--- config.mk ---
export PLATFORM = sky130hd
export DESIGN_NAME = hazard_unit
export DESIGN_NICKNAME = d
export VERILOG_FILES = /design/src/logic/mips_pkg.sv /design/src/logic/hazard_unit.sv
export SDC_FILE = /design/constraint.sdc
export NUM_CORES = 1
export LEC_CHECK = 0
export BUFFER_PORTS_ARGS = -buffer_cell sky130_fd_sc_hd__buf_2
export CAP_MARGIN = 0
export CELL_PAD_IN_SITES_DETAIL_PLACEMENT = 1
export CELL_PAD_IN_SITES_GLOBAL_PLACEMENT = 1
export CORE_ASPECT_RATIO = 0.9
export CORE_MARGIN = 5
export CORE_UTILIZATION = 28
export DETAILED_ROUTE_END_ITERATION = 16
export GPL_TIMING_DRIVEN = 0
export PLACE_DENSITY_LB_ADDON = 0.1
export SETUP_SLACK_MARGIN = 0.02
export SKIP_LAST_GASP = 1
export SLEW_MARGIN = 20
export SYNTH_ARGS = -nofsm -noshare
export SYNTH_HDL_FRONTEND = slang
export SYNTH_SLANG_ARGS = --single-unit
--- constraint.sdc ---
create_clock -name vclk -period 3.4
set_input_delay 0.68 -clock vclk [all_inputs]
set_output_delay 0.68 -clock vclk [all_outputs]
set_load 0.01 [all_outputs]
--- src/logic/mips_pkg.sv ---
package mips_pkg;

	// **************************************************
	// Decoded instruction classes and datapath selects
	// **************************************************

	typedef enum logic [3:0] {
		kind_nop,
		kind_addu,
		kind_subu,
		kind_and,
		kind_or,
		kind_slt,
		kind_addiu,
		kind_ori,
		kind_lui,
		kind_lw,
		kind_sw,
		kind_beq,
		kind_bne,
		kind_j,
		kind_jal
	} instr_kind_e;

	typedef enum logic [2:0] {
		alu_add,
		alu_sub,
		alu_and,
		alu_or,
		alu_slt,
		alu_lui
	} alu_op_e;

	typedef enum logic [1:0] {
		fwd_none,
		fwd_mem,
		fwd_wb
	} fwd_sel_e;

	typedef enum logic [1:0] {
		wb_alu,
		wb_load,
		wb_link
	} wb_sel_e;

	// **************************************************
	// MIPS32 encodings of the supported subset
	// **************************************************

	localparam logic [5:0] op_special = 6'h00;
	localparam logic [5:0] op_j       = 6'h02;
	localparam logic [5:0] op_jal     = 6'h03;
	localparam logic [5:0] op_beq     = 6'h04;
	localparam logic [5:0] op_bne     = 6'h05;
	localparam logic [5:0] op_addiu   = 6'h09;
	localparam logic [5:0] op_ori     = 6'h0d;
	localparam logic [5:0] op_lui     = 6'h0f;
	localparam logic [5:0] op_lw      = 6'h23;
	localparam logic [5:0] op_sw      = 6'h2b;

	localparam logic [5:0] fn_addu = 6'h21;
	localparam logic [5:0] fn_subu = 6'h23;
	localparam logic [5:0] fn_and  = 6'h24;
	localparam logic [5:0] fn_or   = 6'h25;
	localparam logic [5:0] fn_slt  = 6'h2a;

endpackage

--- src/logic/hazard_unit.sv ---
`timescale 1ns/10ps

module hazard_unit (
	input  logic               [4:0] id_rs,
	input  logic               [4:0] id_rt,
	input  logic                     id_rs_branch,
	input  logic                     id_rt_branch,
	input  logic                     id_rs_exec,
	input  logic                     id_rt_exec,
	input  logic               [4:0] exe_rs,
	input  logic               [4:0] exe_rt,
	input  logic               [4:0] exe_dest,
	input  logic                     exe_is_load,
	input  logic               [4:0] ex_dest,
	input  logic                     ex_is_load,
	input  logic               [4:0] ex_rt,
	input  logic               [4:0] wb_dest,
	output logic                     stall,
	output mips_pkg::fwd_sel_e       fwd_d_rs,
	output mips_pkg::fwd_sel_e       fwd_d_rt,
	output mips_pkg::fwd_sel_e       fwd_e_rs,
	output mips_pkg::fwd_sel_e       fwd_e_rt,
	output mips_pkg::fwd_sel_e       fwd_m_store
);

	import mips_pkg::*;

	// **************************************************
	// Source checks against the instructions ahead
	// **************************************************

	function automatic logic src_stall(input logic [4:0] src, input logic use_branch,
		input logic use_exec);
		logic hit_exe;
		logic hit_mem;
		hit_exe = (src != 5'd0) && (src == exe_dest);
		hit_mem = (src != 5'd0) && (src == ex_dest);
		return (hit_exe && exe_is_load && use_exec) ||
			(hit_exe && use_branch) ||
			(hit_mem && ex_is_load && use_branch);
	endfunction

	// Loads in memory still hold their address, so they never forward.
	function automatic fwd_sel_e decode_fwd(input logic [4:0] src, input logic use_branch);
		if (use_branch && (src != 5'd0) && (src == ex_dest) && !ex_is_load) begin
			return fwd_mem;
		end
		return fwd_none;
	endfunction

	function automatic fwd_sel_e exe_fwd(input logic [4:0] src);
		if ((src != 5'd0) && (src == ex_dest) && !ex_is_load) begin
			return fwd_mem; // The newer producer wins.
		end
		if ((src != 5'd0) && (src == wb_dest)) begin
			return fwd_wb;
		end
		return fwd_none;
	endfunction

	always_comb begin
		stall       = src_stall(id_rs, id_rs_branch, id_rs_exec) ||
			src_stall(id_rt, id_rt_branch, id_rt_exec);
		fwd_d_rs    = decode_fwd(id_rs, id_rs_branch);
		fwd_d_rt    = decode_fwd(id_rt, id_rt_branch);
		fwd_e_rs    = exe_fwd(exe_rs);
		fwd_e_rt    = exe_fwd(exe_rt);
		fwd_m_store = ((ex_rt != 5'd0) && (ex_rt == wb_dest)) ? fwd_wb : fwd_none;
	end

endmodule

; ---- Word level (Yosys, flattened, before mapping)
; Cells that the tools add are included.
[word_totals]
output_inout_bits = 11
inputBits = 46
register_bits = 0
[classes]
eq_ne = 9
n_reduce_logical = 38
n_mux = 21
[op_table]
columns = op, count
row1 = $eq A5 B5 Y1, 9
row2 = $logic_and A1 B1 Y1, 27
row3 = $mux W2, 13
row4 = $reduce_bool A5 Y1, 5
row5 = $mux W1, 8
row6 = $logic_or A1 B1 Y1, 5
row7 = $logic_not A1 Y1, 1

; ---- Longest topological paths before layout
[depth]
depth_word = 7
ltp_mapped = 6
depth_no_buf = 5

; ---- Worst setup path after synthesis
; No wires, ideal clock.
[synth_timing]
path_kind = input port to output port
startpoint = input exe_rs[1]
endpoint = output fwd_e_rs[1]
path_stages = 4
path_buffers = 0
setup_slack_ps = 865
arrival_time_ps = 1855
path_cell_list = or4_1 > nor2_1 > nor4_1 > nor4_1
[synth_between]
elab_chain_cells = 6
elab_cells_between_ends = 12
cone_classes = eq/ne: 2 / mux: 6 / reduce/logical: 4
[synth_rtl]
columns = item, line
row1 = "start, declared", hazard_unit.sv:10  ; input logic [4:0] exe_rs,
row2 = $eq A5 B5 Y1 / $reduce_bool A5 Y1 (equally long branches), "hazard_unit.sv:55, hazard_unit.sv:52"
row3 = $logic_and A1 B1 Y1, hazard_unit.sv:55  ; if ((src != 5'd0) && (src == wb_dest)) begin
row4 = $mux W1 (2 in a row), hazard_unit.sv:55
row5 = $mux W2, hazard_unit.sv:58  ; return fwd_none;
row6 = $mux W2 *, hazard_unit.sv:55
row7 = "end, declared", hazard_unit.sv:21  ; output mips_pkg::fwd_sel_e fwd_e_rs,
; Mark *: on every way between the ends. The rest lies on a longest branch, timed or not. The select of a mux whose other input is x is not followed.

; ---- Worst setup path after layout
[layout_timing]
startpoint = input id_rt[1]
endpoint = output stall
[layout_between]
elab_chain_cells = 7
elab_cells_between_ends = 13
cone_classes = eq/ne: 2 / reduce/logical: 11
[layout_rtl]
columns = item, line
row1 = "start, declared", hazard_unit.sv:5  ; input logic [4:0] id_rt,
row2 = $eq A5 B5 Y1 / $reduce_bool A5 Y1 (equally long branches), "hazard_unit.sv:36, hazard_unit.sv:37"
row3 = $logic_and A1 B1 Y1, hazard_unit.sv:36  ; hit_exe = (src != 5'd0) && (src == exe_dest);
row4 = $logic_and A1 B1 Y1 (2 in a row), hazard_unit.sv:38  ; return (hit_exe && exe_is_load && use_exec) ||
row5 = $logic_or A1 B1 Y1, hazard_unit.sv:38
row6 = $logic_or A1 B1 Y1 *, hazard_unit.sv:39  ; (hit_exe && use_branch) ||
row7 = $logic_or A1 B1 Y1 *, hazard_unit.sv:62  ; stall = src_stall(id_rs, id_rs_branch, id_rs_exec) ||
row8 = "end, declared", hazard_unit.sv:18  ; output logic stall,
; Mark *: on every way between the ends. The rest lies on a longest branch, timed or not.

==> impl_metrics.csv <==
group,metric,value,unit
run_status,outcome,"complete, no violations",
sta,rsz0062_at_grt,"no",
sta,final_hold_viol_count,0,
floorplanning,io_pins,57,
detailed_routing,drc,0,
detailed_routing,firstDrtPassIters,4,
place,dp_hpwl,2300,um
power_and_ir_drop,powerDensity,120,nW/um2
worst_setup_path,cp-start-kind,"input pin",
sta,setup_violations,0,
sta,min_period_over_period,82.7,%
min_path,holdCritPathClass,"input pin to output pin",
finish,nets,187,
sta,setup-tns-final,0,ns
power_and_ir_drop,irDropWorstVdd,55.0,uV
worst_setup_path,cp-end-kind,"output pin",
detailed_routing,ant_nets,0,
global_routing,met1_usage,20.0,%
global_routing,grt_busiest_layer,"met2",
sta,fmaxAchievable,0.356,GHz
floorplanning,num_rows,16,
synth,synth_top_area_cell,"xor2_1",
finish,fin_cells,166,
finish,area.sequential,0,um2
global_routing,grt.met3_usage,0.699,%
clock_tree,cts_resized,0,
worst_setup_path,worstSetupPathType,"input pin to output pin",
detailed_routing,routedWlPerCell,15.0,um
detailed_routing,drtIter0Drc,7,
power_and_ir_drop,power_leakage,0.442,nW
place,portBuffers,53,
worst_setup_path,cp_data_required_time,2.72,ns
sta,drv_slew,0,
floorplanning,die_w,60.3,um
global_routing,grt_use_total,14.9,%
synth,yosys_warnings,0,
synth,synth_area_leaders,"xor2_1 (36%), xnor2_1 (25%), nor4_1 (8.8%), or4_1 (5.9%), nand4_1 (4.9%)",
worst_setup_path,worstPathArrival,2.13,ns
clock_tree,cts_setup_buffers,0,
synth,synth_common_cells,"xor2_1 (26), xnor2_1 (18), nor4_1 (9)",
place,gp_congestion,0.830,
synth,netlist.area_leader.share,35.7,%
global_routing,grt_max_degree,6,
power_and_ir_drop,power,0.113,mW
synth,synth_area,638,um2
sta,fin_crit,2.81,ns
global_routing,grt_pass1_vias,929,
synth,yosysMostFrequentCell,"xor2_1",
global_routing,grt_pass1_wl,4060,um
floorplanning,fp.dieArea,3340,um2
clock_tree,cts_hold_buf,0,
global_routing,overflow,0,
worst_setup_path,worst-path-max-fanout,3,
synth,synthCells,84,
detailed_routing,vias,814,
place,placed_cells,166,
detailed_routing,wirelength,2490,um
floorplanning,die_h,55.3,um
finish,drive_above_1_share,41.7,%
finish,design.seq.count,0,
detailed_routing,via_per_inst,4.90,
global_routing,grtUsageMet2,27.0,%
synth,yosysUniqueCellTypes,16,
finish,clkbuf_count,0,
finish,antenna_cells,0,
finish,area_delta_synth_final,48.0,%
flow_run,maxCapViolations,0,
floorplanning,start_util,29.2,%
synth,avgSynthCellArea,7.60,um2
finish,fin_area,945,um2
synth,ys_seq_area_share,0,%
floorplanning,design.core.area,2180,um2
global_routing,antenna_found_initial,0,
place,placed_cell_area,945,um2
metrics by stage:
stage          utilization (%)  hold WS [ns]  setup WS, ns
6_report                  43.3          1.69         0.589
4_1_cts                   43.3          1.70         0.580
3_3_place_gp              43.3          1.69         0.606
2_1_floorplan                -          1.41         0.865
3_5_place_dp              43.3          1.69         0.580
5_1_grt                   43.3          1.72         0.525
final timing paths:
path / end / cells after the start / start
max: stall / 7 / id_rt[1]
min: fwd_d_rt[0] / 3 / ex_is_load
metal layers:
| metal | up-vias | part of all wire, % | wire [um] |
|---|---|---|---|
| met5 | - | 0 | 0 |
| met4 | 0 | 0 | 0 |
| met3 | 0 | 5.9 | 147 |
| met2 | 22 | 52 | 1290 |
| met1 | 386 | 42 | 1050 |
| li1 | 406 | - | - |
worst max-delay path, stage by stage:
cell and delay, ns:
buf_2 0.12, or4_1 0.53, nor2_1 0.15, nor4_1 0.09, o21a_1 0.17, a221o_1 0.25, buf_2 0.14
placed cells by master, fill, tap and decap left out, drive strengths merged:
master	instances
nor2b	2
nor3	3
xnor2	18
o21a	1
buf	56
xor2	26
nor4	9
conb	3
a21oi	3
clkbuf	1
or4	6
nor2	5
a221o	1
nand4	5
cells by family (layout without fill, tap and decap cells):
kind of cell    count (synthesis)  in the layout  share of synthesized area, %
compound gates                  5              5                          5.10
xor+xnor                       44             44                          60.4
buf+inv                         4             57                          4.12
other cells                     1              3                         0.588
simple gates                   30             30                          29.8
power by group:
| part | total (mW) | internal [mW] | switching, mW |
|---|---|---|---|
| sequential | 0 | 0 | 0 |
| combinational | 0.113 | 0.0555 | 0.0574 |
| clock | 0 | 0 | 0 |
| total | 0.113 | 0.0555 | 0.0574 |
layout make-up:
| cell class | count | area [um2] |
|---|---|---|
| fillers | 309 | 1240 |
| multi-input cells | 82 | 619 |
| repair buffers | 53 | 265 |
| well taps | 27 | 33.8 |
| plain buffers | 4 | 26.3 |
Power figures use the tool's default switching activity.
