File: config.mk
export PLATFORM = sky130hd
export DESIGN_NAME = memory_stage
export DESIGN_NICKNAME = d
export VERILOG_FILES = /design/src/logic/mips_pkg.sv /design/src/logic/memory_stage.sv
export SDC_FILE = /design/constraint.sdc
export NUM_CORES = 2
export LEC_CHECK = 0
export BUFFER_PORTS_ARGS = -buffer_cell sky130_fd_sc_hd__clkbuf_2
export CAP_MARGIN = 5
export CORE_ASPECT_RATIO = 0.6
export CORE_MARGIN = 8
export CORE_UTILIZATION = 54
export DETAILED_ROUTE_END_ITERATION = 7
export PLACE_DENSITY = 0.73
export RECOVER_POWER = 50
export SLEW_MARGIN = 20
export SYNTH_ARGS = -nofsm -noshare
export SYNTH_HDL_FRONTEND = slang
export SYNTH_SLANG_ARGS = --single-unit
export TNS_END_PERCENT = 50
File: constraint.sdc
create_clock -name clk -period 2.15 [get_ports clk]
set_clock_uncertainty 0.2 [all_clocks]
set_input_delay 0.1075 -clock clk [delete_from_list [all_inputs] [get_ports clk]]
set_output_delay 0.1075 -clock clk [all_outputs]
set_load 0.02 [all_outputs]
File: src/logic/mips_pkg.sv
package mips_pkg;

	// **************************************************
	// Decoded instruction classes and datapath selects
	// **************************************************

	typedef enum logic [3:0] {
		kind_nop,
		kind_addu,
		kind_subu,
		kind_and,
		kind_or,
		kind_slt,
		kind_addiu,
		kind_ori,
		kind_lui,
		kind_lw,
		kind_sw,
		kind_beq,
		kind_bne,
		kind_j,
		kind_jal
	} instr_kind_e;

	typedef enum logic [2:0] {
		alu_add,
		alu_sub,
		alu_and,
		alu_or,
		alu_slt,
		alu_lui
	} alu_op_e;

	typedef enum logic [1:0] {
		fwd_none,
		fwd_mem,
		fwd_wb
	} fwd_sel_e;

	typedef enum logic [1:0] {
		wb_alu,
		wb_load,
		wb_link
	} wb_sel_e;

	// **************************************************
	// MIPS32 encodings of the supported subset
	// **************************************************

	localparam logic [5:0] op_special = 6'h00;
	localparam logic [5:0] op_j       = 6'h02;
	localparam logic [5:0] op_jal     = 6'h03;
	localparam logic [5:0] op_beq     = 6'h04;
	localparam logic [5:0] op_bne     = 6'h05;
	localparam logic [5:0] op_addiu   = 6'h09;
	localparam logic [5:0] op_ori     = 6'h0d;
	localparam logic [5:0] op_lui     = 6'h0f;
	localparam logic [5:0] op_lw      = 6'h23;
	localparam logic [5:0] op_sw      = 6'h2b;

	localparam logic [5:0] fn_addu = 6'h21;
	localparam logic [5:0] fn_subu = 6'h23;
	localparam logic [5:0] fn_and  = 6'h24;
	localparam logic [5:0] fn_or   = 6'h25;
	localparam logic [5:0] fn_slt  = 6'h2a;

endpackage

File: src/logic/memory_stage.sv
`timescale 1ns/10ps

module memory_stage #(
	parameter int DMEM_WORDS = 64
) (
	input  logic              clk,
	input  logic              rst_n,
	input  logic [31:0]       ex_result,
	input  logic [31:0]       ex_store_data,
	input  logic [4:0]        ex_dest,
	input  logic              ex_is_load,
	input  logic              ex_is_store,
	input  mips_pkg::wb_sel_e ex_wb_sel,
	input  mips_pkg::fwd_sel_e fwd_m_store,
	output logic [31:0]       mem_fwd_data,
	output logic              wb_write,
	output logic [4:0]        wb_dest,
	output logic [31:0]       wb_data,
	output logic              wb_valid,
	output logic [4:0]        wb_reg,
	output logic              st_valid,
	output logic [31:0]       st_addr,
	output logic [31:0]       st_wdata
);

	import mips_pkg::*;

	localparam int DMEM_AW = $clog2(DMEM_WORDS);

	logic [31:0]        dmem [DMEM_WORDS];
	logic [DMEM_AW-1:0] dmem_idx;
	logic [31:0]        store_data;
	wb_sel_e            wb_sel;
	logic [31:0]        wb_result;
	logic [31:0]        wb_load_data;

	assign dmem_idx     = ex_result[DMEM_AW+1:2]; // Word index, wraps at DMEM_WORDS.
	assign store_data   = (fwd_m_store == fwd_wb) ? wb_data : ex_store_data;
	assign mem_fwd_data = ex_result;

	always_ff @(posedge clk or negedge rst_n) begin
		if (!rst_n) begin
			for (int i = 0; i < DMEM_WORDS; i++) begin
				dmem[i] <= 32'd0;
			end
		end else if (ex_is_store) begin
			dmem[dmem_idx] <= store_data;
		end
	end

	// Memory/writeback register.
	always_ff @(posedge clk or negedge rst_n) begin
		if (!rst_n) begin
			wb_write <= 1'b0;
			wb_dest  <= 5'd0;
			wb_sel   <= wb_alu;
		end else begin
			wb_write <= (ex_dest != 5'd0);
			wb_dest  <= ex_dest;
			wb_sel   <= ex_wb_sel;
		end
	end

	always_ff @(posedge clk) begin
		wb_result <= ex_result;
		if (ex_is_load) begin
			wb_load_data <= dmem[dmem_idx];
		end
	end

	assign wb_data = (wb_sel == wb_load) ? wb_load_data : wb_result;

	// Trace ports.
	assign wb_valid = wb_write;
	assign wb_reg   = wb_dest;
	assign st_valid = ex_is_store;
	assign st_addr  = ex_result;
	assign st_wdata = store_data;

endmodule

# ---- Word-level counts from Yosys, hierarchy flattened
# Cells that the tools add are included.
dict set report op_classes {
  eq_ne 2
  n_lt_le_gt_ge 2
  n_reduce_logical 2
  bitwise_logic 1
  n_mux 8
}
# operator count
set ops {}
lappend ops {{bitwise mux 2048 bit} 1}
lappend ops {{binary-select mux 32 bit (select 6 bit)} 1}
lappend ops {{demux 32 bit (select 6 bit)} 1}
lappend ops {{2-to-1 mux 32 bit} 5}
lappend ops {{>= comparator 7 bit (second input constant)} 1}
lappend ops {{< comparator 7 x 1 -> 1 bit (second input constant)} 1}
lappend ops {{NOT 6 -> 7 bit} 1}
lappend ops {{nonzero test 5 bit} 1}
lappend ops {{equality test 2 x 1 -> 1 bit (second input constant)} 1}
lappend ops {{equality test 2 bit (second input constant)} 1}
lappend ops {{logical AND 1 bit} 1}
dict set report word_totals {
  in_bits 77
  elab_cells 84
  register_bits 2120
  output_inout_bits 141
}

# ---- Depth between registers and ports, before layout
dict set report logic_depth {
  word_depth 6
  depth_mapped 11
  ltp_nobuf 6
}

# ---- Worst setup path after synthesis
# No wires, ideal clock.
dict set report synth_path {
  path_kind {input port to flip-flop}
  startpoint {input port ex_result[3]}
  endpoint {register wb_load_data[11], data pin}
  required_ns 1.678
  setup_time_ns 0.272
  slack_ns -0.239
  arrival_time_ns 1.917
  stages 8
  path_buffers 3
  cell_sequence {buf_2 > buf_6 > clkbuf_1 > mux2_2 > a221oi_1 > a21oi_1 > o21ai_0 > or4b_1}
}
dict set report synth_via {
  elab_chain_cells 4
}
# element line
set synth_lines {}
lappend synth_lines {{from (decl)} memory_stage.sv:8} ;# input logic [31:0] ex_result,
lappend synth_lines {{NOT 6 -> 7 bit (implied by the code)} memory_stage.sv:67} ;# wb_load_data <= dmem[dmem_idx];
lappend synth_lines {{binary-select mux 32 bit (select 6 bit)} memory_stage.sv:67}
lappend synth_lines {{2-to-1 mux 32 bit (implied by the code) (2 in series)} memory_stage.sv:67}
lappend synth_lines {{to (signal assigned)} memory_stage.sv:67}
lappend synth_lines {{to (decl)} memory_stage.sv:35} ;# logic [31:0] wb_load_data;
# Every way passes these cells. The select of a mux whose other input is x is not followed.
# A chain may end at the register's enable or synchronous reset.

# ---- Worst setup path in the final report
dict set report layout_path {
  startpoint {register wb_sel[1]}
  endpoint {output port st_wdata[7]}
}
dict set report layout_via {
  elab_chain_cells 3
}
# element line
set layout_lines {}
lappend layout_lines {{from (decl)} memory_stage.sv:33} ;# wb_sel_e wb_sel;
lappend layout_lines {{from (signal assigned)} memory_stage.sv:56} ;# wb_sel <= wb_alu;
lappend layout_lines {{from (signal assigned)} memory_stage.sv:60} ;# wb_sel <= ex_wb_sel;
lappend layout_lines {{equality test 2 x 1 -> 1 bit} memory_stage.sv:71} ;# assign wb_data = (wb_sel == wb_load) ? wb_load_data : wb_result;
lappend layout_lines {{2-to-1 mux 32 bit} memory_stage.sv:71}
lappend layout_lines {{2-to-1 mux 32 bit} memory_stage.sv:38} ;# assign store_data = (fwd_m_store == fwd_wb) ? wb_data : ex_store_data;
lappend layout_lines {{to (decl)} memory_stage.sv:23} ;# output logic [31:0] st_wdata
# Every way passes these cells.

==> results.sh <==
export IMPL_tritoncts="yes"
export IMPL_rr_startpoint="wb_sel[1]$_DFF_PN0_"
export IMPL_worst_setup_path_start_kind="flip-flop"
export IMPL_synth_top_cells_by_count="o21ai_0 (2,150), nand2_1 (2,139), dfrtp_1 (2,056), clkbuf_1 (766), a221oi_1 (377)"
export IMPL_synth_edf_count=32
export IMPL_vias_per_cell=6.53
export IMPL_multi_input_area_um2=34600
export IMPL_place_congestion=0.993
export IMPL_routed_wl_um=349000
export IMPL_timing_max_slew_rel_slack_pct=-26.1
export IMPL_syn_avg_cell_area_um2=9.65
export IMPL_power_leakage_nw=50.5
export IMPL_insertion_delay_ns=0.85
export IMPL_most_used_flip_flop_cell_after_synthesis="dfrtp_1"
export IMPL_worst_endpoint_required_ns=1.84
export IMPL_cts_sinks=2120
export IMPL_io_pin_count=218
export IMPL_initial_utilization_pct=54.4
export IMPL_die_x_um=545
export IMPL_critical_path_most_common_cell="buf_12"
export IMPL_setup_worst_path_class="reg2out"
export IMPL_arrival_ns=2.91
export IMPL_synth_top_cells_by_area="dfrtp_1 (57%), o21ai_0 (12%), nand2_1 (8.8%), a221oi_1 (3.6%), clkbuf_1 (3.2%)"
export IMPL_worst_ir_drop_vdd_v=0.000714
export IMPL_finalCriticalPeriod_ns=3.21
export IMPL_final_setup_worst_slack_ns=-1.06
export IMPL_cts_htree_levels=4
export IMPL_synth_async_sr_flop_share_pct=97.0
export IMPL_nets=10068
export IMPL_timing_critical_path_slowest_cell_delay_ns=0.43
export IMPL_count_of_buffers_inserted_at_the_top_level_ports=217
export IMPL_antenna_left=0
export IMPL_globalRoute_totalOverflow=0
export IMPL_cp_slowest_cell="dfrtp_1"
export IMPL_clock_root_buffer="clkbuf_16"
export IMPL_syn_nets=9489
export IMPL_postSynthRegisterBits=2120
export IMPL_result_of_the_run="complete, but fails checks"
export IMPL_dp_cells=11835
export IMPL_synth_lib_cells_used_distinct=56
export IMPL_fp_row_count=116
export IMPL_grt_util_all_layers_pct=37.2
export IMPL_post_synth_instance_area_um2=90800
export IMPL_drt_iter0_markers=11105
export IMPL_grt_start_max_net_pins=104
export IMPL_n_fill_cell=12214
export IMPL_numCtsBuffers=191
export IMPL_grt_pass1_wl_um=517000
export IMPL_power_per_cell_area_nw_per_um2=877
export IMPL_worst_slew_pin_transition_ns=1.89
export IMPL_cp_end_kind="output pin"
export IMPL_firstDrtPassIters=8
export IMPL_yosysMostFrequentCell="o21ai_0"
export IMPL_worstPathBufferInverterCount=5
export IMPL_post_route_cells_drive_above_1_share_pct=18.5
export IMPL_final_slew_violations=33
export IMPL_cpLargestDelayFamily="buffers and inverters"
export IMPL_setup_worst_path_start="wb_sel[1]$_DFF_PN0_"
export IMPL_seqCellArea_um2=53100
export IMPL_synth_top_area_cell="dfrtp_1"
export IMPL_yosysWarnings=0
export IMPL_hold_viol=0
export IMPL_antenna_found_initial=25
export IMPL_yosys_area_top_type_share_pct=56.6
export IMPL_post_route_period_util_pct=149
export IMPL_clk_path_buf_depth=4
export IMPL_failed_checks="design-rule violations, max-capacitance violations, max-slew violations, negative setup slack"
export IMPL_detailedPlacementHpwl_um=224000
export IMPL_count_of_maximum_capacitance_violations=1
export IMPL_remaining_drc_errors=17
export IMPL_growth_of_design_area_from_synthesis_to_finish_pct=22.7
export IMPL_maxClockFrequency_mhz=311
export IMPL_timing_hold_worst_start="ex_is_store"
export IMPL_via_count_of_the_first_global_routing_pass=79125
export IMPL_min_delay_path_class="in2reg"
export IMPL_seq_area_frac_synth_pct=58.4
export IMPL_grt_setup_unrepaired="true"
export IMPL_postSynthCellCount=9412
export IMPL_dieHeight_um=334
export IMPL_final_cells=12386
export IMPL_wire_per_inst_um=28.2
export IMPL_vias=80894
export IMPL_path_cells="nor2b_4 > buf_12 > buf_12 > mux2i_4 > nor2_1 > a21oi_4 > buf_12 > inv_1 > clkbuf_4"
export IMPL_design_core_area_um2=167000
export IMPL_final_core_util_pct=66.8
export IMPL_die_area_um2=182000
export IMPL_setup_violations_final=3827
export IMPL_clkSlewWorstSetupHoldPaths_ns=0.08
export IMPL_worst_path_max_fanout=9
report_power, final:
part           leakage (nW)  total [W]  internal [W]  switching [W]
sequential             28.1     0.0483        0.0451        0.00322
combinational          19.4     0.0150       0.00593        0.00904
clock                  3.03     0.0345        0.0190         0.0155
total                  50.5     0.0977        0.0700         0.0277
cell families after synthesis:
family	share of synthesized area, %
flops	58.4
buf+inv	5.09
simple gates	11.2
compound gates	21.2
mux	4.11
sequential cells by signal, summed over array words and instances (netlist names):
name          cells
dmem           2048
wb_dest           5
wb_load_data     32
wb_result        32
wb_sel            2
wb_valid          1
worst reg2reg max path, stage by stage, from the launching register on:
cell,delay [ns]
dfrtp_1,0.43
nor2b_4,0.18
buf_12,0.18
buf_6,0.20
mux2i_4,0.28
nor2_1,0.11
a21oi_4,0.21
buf_4,0.15
buf_4,0.10
buf_6,0.14
buf_4,0.19
buf_12,0.17
o21ai_0,0.13
path summary, 6_finish.rpt:
path	to	slack, ns	cells past startpoint
worst max-delay path	st_wdata[7]	-1.06	9
worst min-delay path	dmem[671]$_DFFE_PN0P_	0.03	6
worst max register to register	dmem[171]$_DFFE_PN0P_	-0.68	12
worst min register to register	dmem[240]$_DFFE_PN0P_	0.28	2
max in group asynchronous	dmem[1527]$_DFFE_PN0P_	-0.88	6
min in group asynchronous	dmem[661]$_DFFE_PN0P_	0.98	4
metrics by stage:
| step | instance area, µm² | setup slack [ns] | power, W | hold WS, ns | setup TNS, ns |
|---|---|---|---|---|---|
| 3_3_place_gp | 102000 | -1.26 | 0.0612 | -0.179 | -413.78 |
| 5_1_grt | 111000 | -1.08 | 0.101 | 0.0297 | -1878.67 |
| 3_5_place_dp | 102000 | -1.26 | 0.0620 | -0.177 | -454.90 |
| 6_report | 111000 | -1.06 | 0.0977 | 0.0344 | -1911.65 |
| 2_1_floorplan | 91200 | -0.0229 | 0.0550 | -0.388 | -3.14 |
| 4_1_cts | 111000 | -0.888 | 0.0969 | -0.0146 | -447.99 |
placed cells by master (no fill, tap or decap), types with 20 or more instances in the layout:
cell type	count
a221oi_1	349
clkinv_2	35
nor3_1	45
mux4_2	39
o21ai_1	123
a31o_2	26
a22oi_1	257
nand4_1	30
nand2_1	2075
a221oi_2	28
dfxtp_1	32
mux2_2	62
edfxtp_1	32
inv_1	63
a21oi_1	111
mux2i_1	185
nand3_1	28
clkbuf_2	106
nor2_1	241
o22ai_1	140
mux2i_4	20
buf_12	302
dlygate4sd3_1	110
nand2_2	64
dfrtp_1	2056
buf_4	728
clkbuf_1	140
a21oi_4	32
buf_6	23
clkbuf_16	197
o21ai_0	2089
clkbuf_8	50
timing repair:
item                       in CTS  in global routing
hold endpoints to repair     3521                  0
resized for setup             228                 68
pin swaps                      60                  2
setup endpoints to repair    1372               2126
gates cloned                   12                  2
buffers inserted               72                 11
hold buffers                  111                  0
layer usage:
metal  track usage (%)  wire length (µm)
met5             0.811               486
met4              22.0             25300
met3              14.8             54300
met2              50.8            140000
met1              49.9            129000
final cells by class:
cell class,count,area share (%)
inverters,67,0.234
flip-flops and latches,2120,47.6
well taps,2242,2.52
multi-input cells,6199,31.0
repair buffers,1412,13.1
clock buffers,286,5.08
clock inverters,47,0.394
diodes,13,0.0292
Power figures use the tool's default switching activity.
