**src/logic/mips_pkg.sv**
```systemverilog
package mips_pkg;

	// **************************************************
	// Decoded instruction classes and datapath selects
	// **************************************************

	typedef enum logic [3:0] {
		kind_nop,
		kind_addu,
		kind_subu,
		kind_and,
		kind_or,
		kind_slt,
		kind_addiu,
		kind_ori,
		kind_lui,
		kind_lw,
		kind_sw,
		kind_beq,
		kind_bne,
		kind_j,
		kind_jal
	} instr_kind_e;

	typedef enum logic [2:0] {
		alu_add,
		alu_sub,
		alu_and,
		alu_or,
		alu_slt,
		alu_lui
	} alu_op_e;

	typedef enum logic [1:0] {
		fwd_none,
		fwd_mem,
		fwd_wb
	} fwd_sel_e;

	typedef enum logic [1:0] {
		wb_alu,
		wb_load,
		wb_link
	} wb_sel_e;

	// **************************************************
	// MIPS32 encodings of the supported subset
	// **************************************************

	localparam logic [5:0] op_special = 6'h00;
	localparam logic [5:0] op_j       = 6'h02;
	localparam logic [5:0] op_jal     = 6'h03;
	localparam logic [5:0] op_beq     = 6'h04;
	localparam logic [5:0] op_bne     = 6'h05;
	localparam logic [5:0] op_addiu   = 6'h09;
	localparam logic [5:0] op_ori     = 6'h0d;
	localparam logic [5:0] op_lui     = 6'h0f;
	localparam logic [5:0] op_lw      = 6'h23;
	localparam logic [5:0] op_sw      = 6'h2b;

	localparam logic [5:0] fn_addu = 6'h21;
	localparam logic [5:0] fn_subu = 6'h23;
	localparam logic [5:0] fn_and  = 6'h24;
	localparam logic [5:0] fn_or   = 6'h25;
	localparam logic [5:0] fn_slt  = 6'h2a;

endpackage

```
**src/logic/decode_stage.sv**
```systemverilog
`timescale 1ns/10ps

module decode_stage (
	input  logic                  clk,
	input  logic                  rst_n,
	input  logic                  stall,
	input  logic [31:0]           if_pc,
	input  logic [31:0]           if_instr,
	input  logic                  wb_write,
	input  logic [4:0]            wb_dest,
	input  logic [31:0]           wb_data,
	input  mips_pkg::fwd_sel_e    fwd_d_rs,
	input  mips_pkg::fwd_sel_e    fwd_d_rt,
	input  logic [31:0]           ex_result,
	output logic [4:0]            id_rs,
	output logic [4:0]            id_rt,
	output logic                  id_rs_branch,
	output logic                  id_rt_branch,
	output logic                  id_rs_exec,
	output logic                  id_rt_exec,
	output logic                  branch_taken,
	output logic [31:0]           branch_target,
	output logic                  jump_taken,
	output logic [31:0]           jump_target,
	output mips_pkg::instr_kind_e id_kind,
	output mips_pkg::alu_op_e     id_alu_op,
	output mips_pkg::wb_sel_e     id_wb_sel,
	output logic                  id_use_imm,
	output logic [31:0]           id_rs_val,
	output logic [31:0]           id_rt_val,
	output logic [31:0]           id_imm,
	output logic [4:0]            id_dest,
	output logic [31:0]           id_pc,
	output logic [4:0]            exe_rs,
	output logic [4:0]            exe_rt,
	output logic                  exe_is_load
);

	import mips_pkg::*;

	logic [31:0] regs [32];
	logic [5:0]  opcode;
	logic [5:0]  funct;
	instr_kind_e kind;
	alu_op_e     alu_op;
	wb_sel_e     wb_sel;
	logic        use_imm;
	logic [4:0]  dest;
	logic [31:0] rs_val;
	logic [31:0] rt_val;
	logic [31:0] imm_ext;
	logic [31:0] delay_pc;

	assign opcode = if_instr[31:26];
	assign funct  = if_instr[5:0];
	assign id_rs  = if_instr[25:21];
	assign id_rt  = if_instr[20:16];

	always_comb begin
		case (opcode)
			op_special: begin
				case (funct)
					fn_addu: kind = kind_addu;
					fn_subu: kind = kind_subu;
					fn_and:  kind = kind_and;
					fn_or:   kind = kind_or;
					fn_slt:  kind = kind_slt;
					default: kind = kind_nop; // Includes sll $0,$0,0.
				endcase
			end
			op_addiu: kind = kind_addiu;
			op_ori:   kind = kind_ori;
			op_lui:   kind = kind_lui;
			op_lw:    kind = kind_lw;
			op_sw:    kind = kind_sw;
			op_beq:   kind = kind_beq;
			op_bne:   kind = kind_bne;
			op_j:     kind = kind_j;
			op_jal:   kind = kind_jal;
			default:  kind = kind_nop;
		endcase
	end

	always_comb begin
		dest         = 5'd0;
		wb_sel       = wb_alu;
		use_imm      = 1'b0;
		id_rs_exec   = 1'b0;
		id_rt_exec   = 1'b0;
		id_rs_branch = 1'b0;
		id_rt_branch = 1'b0;
		case (kind)
			kind_addu, kind_subu, kind_and, kind_or, kind_slt: begin
				dest       = if_instr[15:11];
				id_rs_exec = 1'b1;
				id_rt_exec = 1'b1;
			end
			kind_addiu, kind_ori, kind_lui, kind_lw: begin
				dest       = id_rt;
				use_imm    = 1'b1;
				id_rs_exec = (kind != kind_lui);
				wb_sel     = (kind == kind_lw) ? wb_load : wb_alu;
			end
			kind_sw: begin
				use_imm    = 1'b1;
				id_rs_exec = 1'b1; // Store data is needed only in the memory stage.
			end
			kind_beq, kind_bne: begin
				id_rs_branch = 1'b1;
				id_rt_branch = 1'b1;
			end
			kind_jal: begin
				dest   = 5'd31;
				wb_sel = wb_link;
			end
			default: begin
				dest = 5'd0;
			end
		endcase
	end

	always_comb begin
		case (kind)
			kind_subu:         alu_op = alu_sub;
			kind_and:          alu_op = alu_and;
			kind_or, kind_ori: alu_op = alu_or;
			kind_slt:          alu_op = alu_slt;
			kind_lui:          alu_op = alu_lui;
			default:           alu_op = alu_add;
		endcase
	end

	// **************************************************
	// Register file
	// **************************************************

	function automatic logic [31:0] read_reg(input logic [4:0] addr);
		if (addr == 5'd0) begin
			return 32'd0;
		end
		if (wb_write && (wb_dest == addr)) begin
			return wb_data; // Write-through from writeback.
		end
		return regs[addr];
	endfunction

	always_ff @(posedge clk or negedge rst_n) begin
		if (!rst_n) begin
			for (int i = 0; i < 32; i++) begin
				regs[i] <= 32'd0;
			end
		end else if (wb_write && (wb_dest != 5'd0)) begin
			regs[wb_dest] <= wb_data;
		end
	end

	assign rs_val = (fwd_d_rs == fwd_mem) ? ex_result : read_reg(id_rs);
	assign rt_val = (fwd_d_rt == fwd_mem) ? ex_result : read_reg(id_rt);

	assign imm_ext  = (kind == kind_ori) ? {16'h0, if_instr[15:0]} :
		{{16{if_instr[15]}}, if_instr[15:0]};
	assign delay_pc = if_pc + 32'd4;

	assign branch_target = delay_pc + {imm_ext[29:0], 2'b00};
	assign jump_target   = {delay_pc[31:28], if_instr[25:0], 2'b00};
	assign branch_taken  = ((kind == kind_beq) && (rs_val == rt_val)) ||
		((kind == kind_bne) && (rs_val != rt_val));
	assign jump_taken    = (kind == kind_j) || (kind == kind_jal);

	// **************************************************
	// Decode/execute register
	// **************************************************

	always_ff @(posedge clk or negedge rst_n) begin
		if (!rst_n) begin
			id_kind    <= kind_nop;
			id_alu_op  <= alu_add;
			id_wb_sel  <= wb_alu;
			id_use_imm <= 1'b0;
			id_dest    <= 5'd0;
			exe_rs     <= 5'd0;
			exe_rt     <= 5'd0;
		end else begin
			id_kind    <= stall ? kind_nop : kind; // A stall inserts a bubble.
			id_alu_op  <= alu_op;
			id_wb_sel  <= wb_sel;
			id_use_imm <= use_imm;
			id_dest    <= stall ? 5'd0 : dest;
			exe_rs     <= stall ? 5'd0 : id_rs;
			exe_rt     <= stall ? 5'd0 : id_rt;
		end
	end

	always_ff @(posedge clk) begin
		id_rs_val <= rs_val;
		id_rt_val <= rt_val;
		id_imm    <= imm_ext;
		id_pc     <= if_pc;
	end

	assign exe_is_load = (id_kind == kind_lw);

endmodule

```
**config.mk**
```make
export PLATFORM = sky130hd
export DESIGN_NAME = decode_stage
export DESIGN_NICKNAME = d
export VERILOG_FILES = /design/src/logic/mips_pkg.sv /design/src/logic/decode_stage.sv
export SDC_FILE = /design/constraint.sdc
export NUM_CORES = 2
export LEC_CHECK = 0
export CAP_MARGIN = 20
export CELL_PAD_IN_SITES_DETAIL_PLACEMENT = 0
export CELL_PAD_IN_SITES_GLOBAL_PLACEMENT = 1
export CORE_AREA = 2 2 498 500
export DETAILED_ROUTE_END_ITERATION = 10
export DIE_AREA = 0 0 500 502
export DONT_BUFFER_PORTS = 1
export GPL_ROUTABILITY_DRIVEN = 0
export GPL_TIMING_DRIVEN = 1
export PLACE_DENSITY = 0.43
export SLEW_MARGIN = 15
export SYNTH_ARGS = -nofsm -noshare
export SYNTH_HDL_FRONTEND = slang
export SYNTH_SLANG_ARGS = --single-unit
```
**constraint.sdc**
```tcl
create_clock -name clk -period 5.4 [get_ports clk]
set_clock_uncertainty 0.2 [all_clocks]
set_input_delay 0.81 -clock clk [delete_from_list [all_inputs] [get_ports clk]]
set_output_delay 0.81 -clock clk [all_outputs]
set_load 0.05 [all_outputs]
```
* After elaboration in Yosys (flattened, before gate mapping)
Cells that the tools add are included. Widths: inputs -> output; s select.
Operators by class: $add $sub $neg 2, mux-type cells 40, eq/ne operators 36, reductions and logical operators 18, bitwise gates (word level) 3, $lt $le $gt $ge 4
Operator list (count):
- $bwmux 1024 | 1
- $mux 32 | 15
- $bmux 32 s5 | 2
- $demux 32 s5 | 1
- $eq 6x6->1 const B | 7
- $pmux 4 s10 | 1
- $add 32x3->32 const B | 1
- $add 32x32->32 | 1
- $eq 32x32->1 | 1
- $eq 4x4->1 const B | 8
- $ne 32x32->1 | 1
- $mux 30 | 1
- $pmux 3 s5 | 2
- $eq 6x4->1 const B | 3
- $ge 6x6->1 const B | 3
- $not 5->6 | 3
- $eq 4x3->1 const B | 4
- $mux 5 | 3
- $pmux 5 s3 | 1
- $eq 6x2->1 const B | 2
- $eq 6x3->1 const B | 2
- $eq 5x5->1 | 2
- $logic_not 5->1 | 2
- $mux 1 | 10
- 16 further kinds | 26
Word-level totals: output and inout bits 234, input port bits 141, logic and storage cells 147, register bits 1176

* Longest topological paths before layout
depth after elaboration 10, mapped depth 17, mapped depth without buffers 17

* Least setup slack after synthesis
No wires, ideal clock.
path type input -> output, start input if_pc[2], end output branch_target[28], cell stages on the path 13, path slack -0.107 ns, arrival 4.497 ns, required time 4.390 ns, buffers on the path 0, cell sequence ha_1 -> nand4_1 -> nor2_1 -> nand2_1 -> or3_1 -> nor2_1 -> nand2_1 -> xnor2_1 -> ha_1 -> and3_1 -> a21oi_1 -> nand2_1 -> a21oi_1
Between the ends: word-level cells in the longest chain between the ends 2
Ends and longest elaborated chain:
- start: declaration | line decode_stage.sv:7 | input logic [31:0] if_pc,
- $add 32x3->32 | line decode_stage.sv:162 | assign delay_pc = if_pc + 32'd4;
- via jump_target[28] | line decode_stage.sv:24 | output logic [31:0] jump_target,
- $add 32x32->32 | line decode_stage.sv:164 | assign branch_target = delay_pc + {imm_ext[29:0], 2'b00};
- end: declaration | line decode_stage.sv:22 | output logic [31:0] branch_target,
The timed path passes the listed nets, and every way through them passes these cells.

* Final worst setup path
start input if_instr[17], end output branch_taken
Between the ends: word-level cells in the longest chain between the ends 10, elaborated cells on any way between the ends 19, classes of those cells eq/ne: 3; mux: 10; bitwise: 1; reduce/logical: 5
Ends and longest elaborated chain:
- start: declaration | line decode_stage.sv:8 | input logic [31:0] if_instr,
- $not 5->6 (not written as such) / $eq 5x5->1 (equally long branches) | line decode_stage.sv:144, decode_stage.sv:141
- $bmux 32 s5 / $logic_and 1x1->1 (equally long branches) | line decode_stage.sv:144, decode_stage.sv:141
- $mux 32 (not written as such) / $mux 1 (equally long branches) (2 in a row) | line decode_stage.sv:144, decode_stage.sv:141
- $mux 32 | line decode_stage.sv:144 | return regs[addr];
- $mux 32 (*) | line decode_stage.sv:141 | if (wb_write && (wb_dest == addr)) begin
- $mux 32 (*) | line decode_stage.sv:158 | assign rt_val = (fwd_d_rt == fwd_mem) ? ex_result : read_reg(id_rt);
- via rt_val[5] | line decode_stage.sv:50 | logic [31:0] rt_val;
- $eq 32x32->1 / $ne 32x32->1 (equally long branches) | line decode_stage.sv:166, decode_stage.sv:167
- $logic_and 1x1->1, on equally long branches | line decode_stage.sv:166, decode_stage.sv:167
- $logic_or 1x1->1 (*) | line decode_stage.sv:166 | assign branch_taken = ((kind == kind_beq) && (rs_val == rt_val)) ||
- end: declaration | line decode_stage.sv:21 | output logic branch_taken,
Mark *: on every way through the listed nets, which the timed path passes. The rest lies on a longest branch. The select of a mux whose other input is x is not followed.

==> results by group <==
Worst setup path
  • R2R Path Start: regs[10]
  • Crit path top cell by count: buf_4
  • Max incr delay on CP: 0.79 ns
  • Worst r2r path cells: 7
  • Worst reg2reg setup slack: 2.76 ns
  • CP max FO: 209
  • Cell chain of the critical path: or3_4 > buf_12 > o22ai_2 > a2111oi_0 > o311ai_1 > buf_4 > xor2_1 > buf_4 > nand4_1 > nor4_2 > buf_4 > nand4_1 > buf_4 > mux2i_1 > buf_4
  • CP startpoint kind: input port
  • Crit Path Class: input port to output port
  • Delay-heaviest family, CP: simple AND/OR/NAND/NOR gates
  • Arrival time worst endpoint: 5.60 ns
  • Slowest-stage cell, CP: or3_4
  • Worst Path Required: 4.39 ns
  • Reg2reg end: id_rs_val[10]
  • Worst Path Buf+Inv: 6
  • Crit end category: output port

Logic synthesis
  • Predominant post-synthesis flop cell: dfrtp_1
  • #FFs+latches synth: 1163
  • Avg Cell Area, Syn: 12.3 um2
  • Post-synth top area share: 42.9%
  • Synth warnings: 0
  • Mapped Cells: 4959
  • Post-synth ARST share: 90.2%
  • Ranking of synthesized cells by area: dfrtp_1, mux4_2, mux2_2
  • Post-synth EDFFs: 0
  • Synth cell count leaders: dfrtp_1, mux2_2, nand2_1
  • Register area share after synthesis: 46.7%
  • Post-Syn Area: 61200 um2
  • Cell variety after synth: 81
  • Post-synth top area cell: dfrtp_1
  • Most frequent cell after synthesis: dfrtp_1

Min path
  • Hold Crit Depth: 2
  • Hold Path Sink: regs[790]
  • Hold Path Class: input port to flip-flop
  • Worst hold start: wb_data[22]

Drt
  • First-pass iteration count of the detailed router: 5
  • Met3 wire len: 17000 um
  • Top sig layer: met5
  • Vias: 44200
  • Via-to-Cell Ratio: 5.28
  • Met2 routed WL: 134000 um
  • Routed WL: 284000 um
  • DRT iter0 DRCs: 3108
  • WL/cell: 34.0 um
  • M1 WL: 126000 um
  • DRC violations left: 0
  • Post-route ant nets: 0

Finish
  • Share of cells above drive strength 1: 33.5%
  • Nets: 5192
  • Fill cells: 24900
  • Synthesis-to-finish area growth: 19.5%

STA
  • Slew Viols, Final: 71
  • RSZ-0062 raised after global routing: true
  • Post-route minimum period: 6.61 ns
  • Worst slew margin: -5.01%
  • Final-report setup violation count: 1
  • Setup Total Neg Slack: -1.21 ns
  • Slew @ Worst Pin: 1.58 ns
  • FMAX: 0.151 GHz
  • Fin worst setup slack: -1.21 ns
  • Fin crit share: 122%
  • Final hold violation count: 0

Power and ir drop
  • Leak: 31.1 nW
  • Overall Power: 27.9 mW
  • Power Density: 381 nW/um2
  • Maximum VDD drop: 0.000337 V

Floorplan
  • Core area: 245000 um2
  • Initial core utilization: 24.9%
  • # rows: 182
  • Die area: 251000 um2
  • Die Span Y: 502 um
  • Die span in x: 500 um
  • Io pins: 375

Global routing
  • Global-route wire length before repair: 383000 um
  • Largest net degree at the start of global routing: 324
  • Initial antenna violation count: 26
  • GRT Residual Overflow: 0
  • Vias in the first global route: 45100
  • Total GRT Usage: 21.6%

Clocking
  • CTS root buf: clkbuf_16
  • Cts bufs inserted: 151
  • H-tree depth: 4
  • Clk buf depth: 3
  • TritonCTS clock tree: built
  • Clk sinks: 1163
  • Worst-Skew Late Latency: 0.83 ns
  • CTS clk-pin slew, worst paths: 0.06 ns

Placed design
  • Dpl hpwl: 163000 um
  • Pre-CTS setup slack: -1.12 ns
  • Number of port buffers: 0

Run status
  • Outcome: complete, but fails checks
  • Failing checks: slew limit, setup timing

Job
  • Max-cap violations: 0
[worst register-to-register path, delay by kind of cell (launching register included)]
family	cells	cell delay [ns]
compound gates	3	0.88
buf+inv	2	0.28
flops	1	0.38
mux	2	0.77
[report_power, final]
part	switching, mW	leakage, nW	internal, mW
combinational	2.69	14.0	2.86
sequential	1.45	14.5	10.2
clock	4.37	2.55	6.26
total	8.51	31.1	19.4
[cells in the final DEF, fill, tap and decap left out, types with 30 or more instances in the layout]
cell type,count
dfrtp_1,1049
mux2_2,622
nand2_1,548
o21ai_0,461
mux4_2,382
buf_4,265
mux2i_1,236
clkbuf_16,176
dfxtp_1,113
dlygate4sd3_1,104
o221ai_1,93
inv_1,66
xnor2_1,60
nor2_1,45
a22o_1,44
buf_12,41
a21oi_1,40
a221oi_1,38
clkbuf_8,38
o41ai_1,36
a211o_1,34
xor2_1,32
nand4_1,31
a22oi_1,30
ha_1,30
[how the worst max path moves through the flow]
stage | from | end | slack, ns | depth (start not counted)
2_1_floorplan | if_pc[3] | branch_target[31] | 0.02 | 10
3_3_place_gp | if_instr[16] | branch_taken | -1.13 | 13
3_5_place_dp | if_instr[21] | branch_taken | -1.12 | 14
4_1_cts | regs[540] | branch_taken | -0.49 | 12
5_1_grt | if_instr[17] | branch_taken | -0.91 | 15
6_report | if_instr[17] | branch_taken | -1.21 | 15
[state kept, by name (all words and copies together) (netlist names)]
signal	flops
exe_rs	5
exe_rt	5
id_alu_op	3
id_dest	5
id_imm	18
id_kind	4
id_pc	32
id_rs_val	32
id_rt_val	32
id_use_imm	1
id_wb_sel	2
regs	1024
[cells by family after synthesis]
group | synth area share, %
AOI/OAI and AO/OA | 10.7
xor gates and xnor gates | 1.40
adders and majority gates | 0.646
buffers and inverters | 4.84
DFF | 46.7
muxes | 29.9
other | 0.00613
and+or+nand+nor | 5.91
[through the flow]
stage	instances	hold WS (ns)	utilization (%)	area, um2
CTS	8311	0.000213	29.4	72100
global route	8367	0.0190	29.8	73100
floorplan	4960	0.238	-	61200
finish	8371	0.0604	29.8	73100
detailed placement	7918	0.185	26.7	65500
global placement	7916	0.177	26.7	65500
[per-layer routing]
layer	vias to the layer above	track usage (%)
met5	-	0
met4	4	5.34
met3	351	4.21
met2	1442	35.5
met1	23700	29.2
li1	18700	-
[what timing repair did]
action / 4_1_cts / 5_1_grt
gates resized for setup: 28 / 28
hold buffers: 105 / 0
setup buffers: 11 / 25
setup endpoints to repair: 1 / 6
cloned: 0 / 20
endpoints found under the hold margin: 693 / 0
pin swaps: 16 / 17
[area by class of cell]
| cell class | instances | area, um2 | area share, % |
|---|---|---|---|
| Antenna cell | 7 | 17.5 | 0.0240 |
| Sequential cell | 1163 | 28500 | 39.0 |
| Inverter | 71 | 268 | 0.366 |
| Timing Repair Buffer | 450 | 4730 | 6.48 |
| Clock inverter | 53 | 648 | 0.887 |
| Tap cell | 3220 | 4030 | 5.51 |
| Clock buffer | 224 | 4560 | 6.24 |
| Multi-Input combinational cell | 3183 | 30300 | 41.5 |
Power figures use the tool's default switching activity.
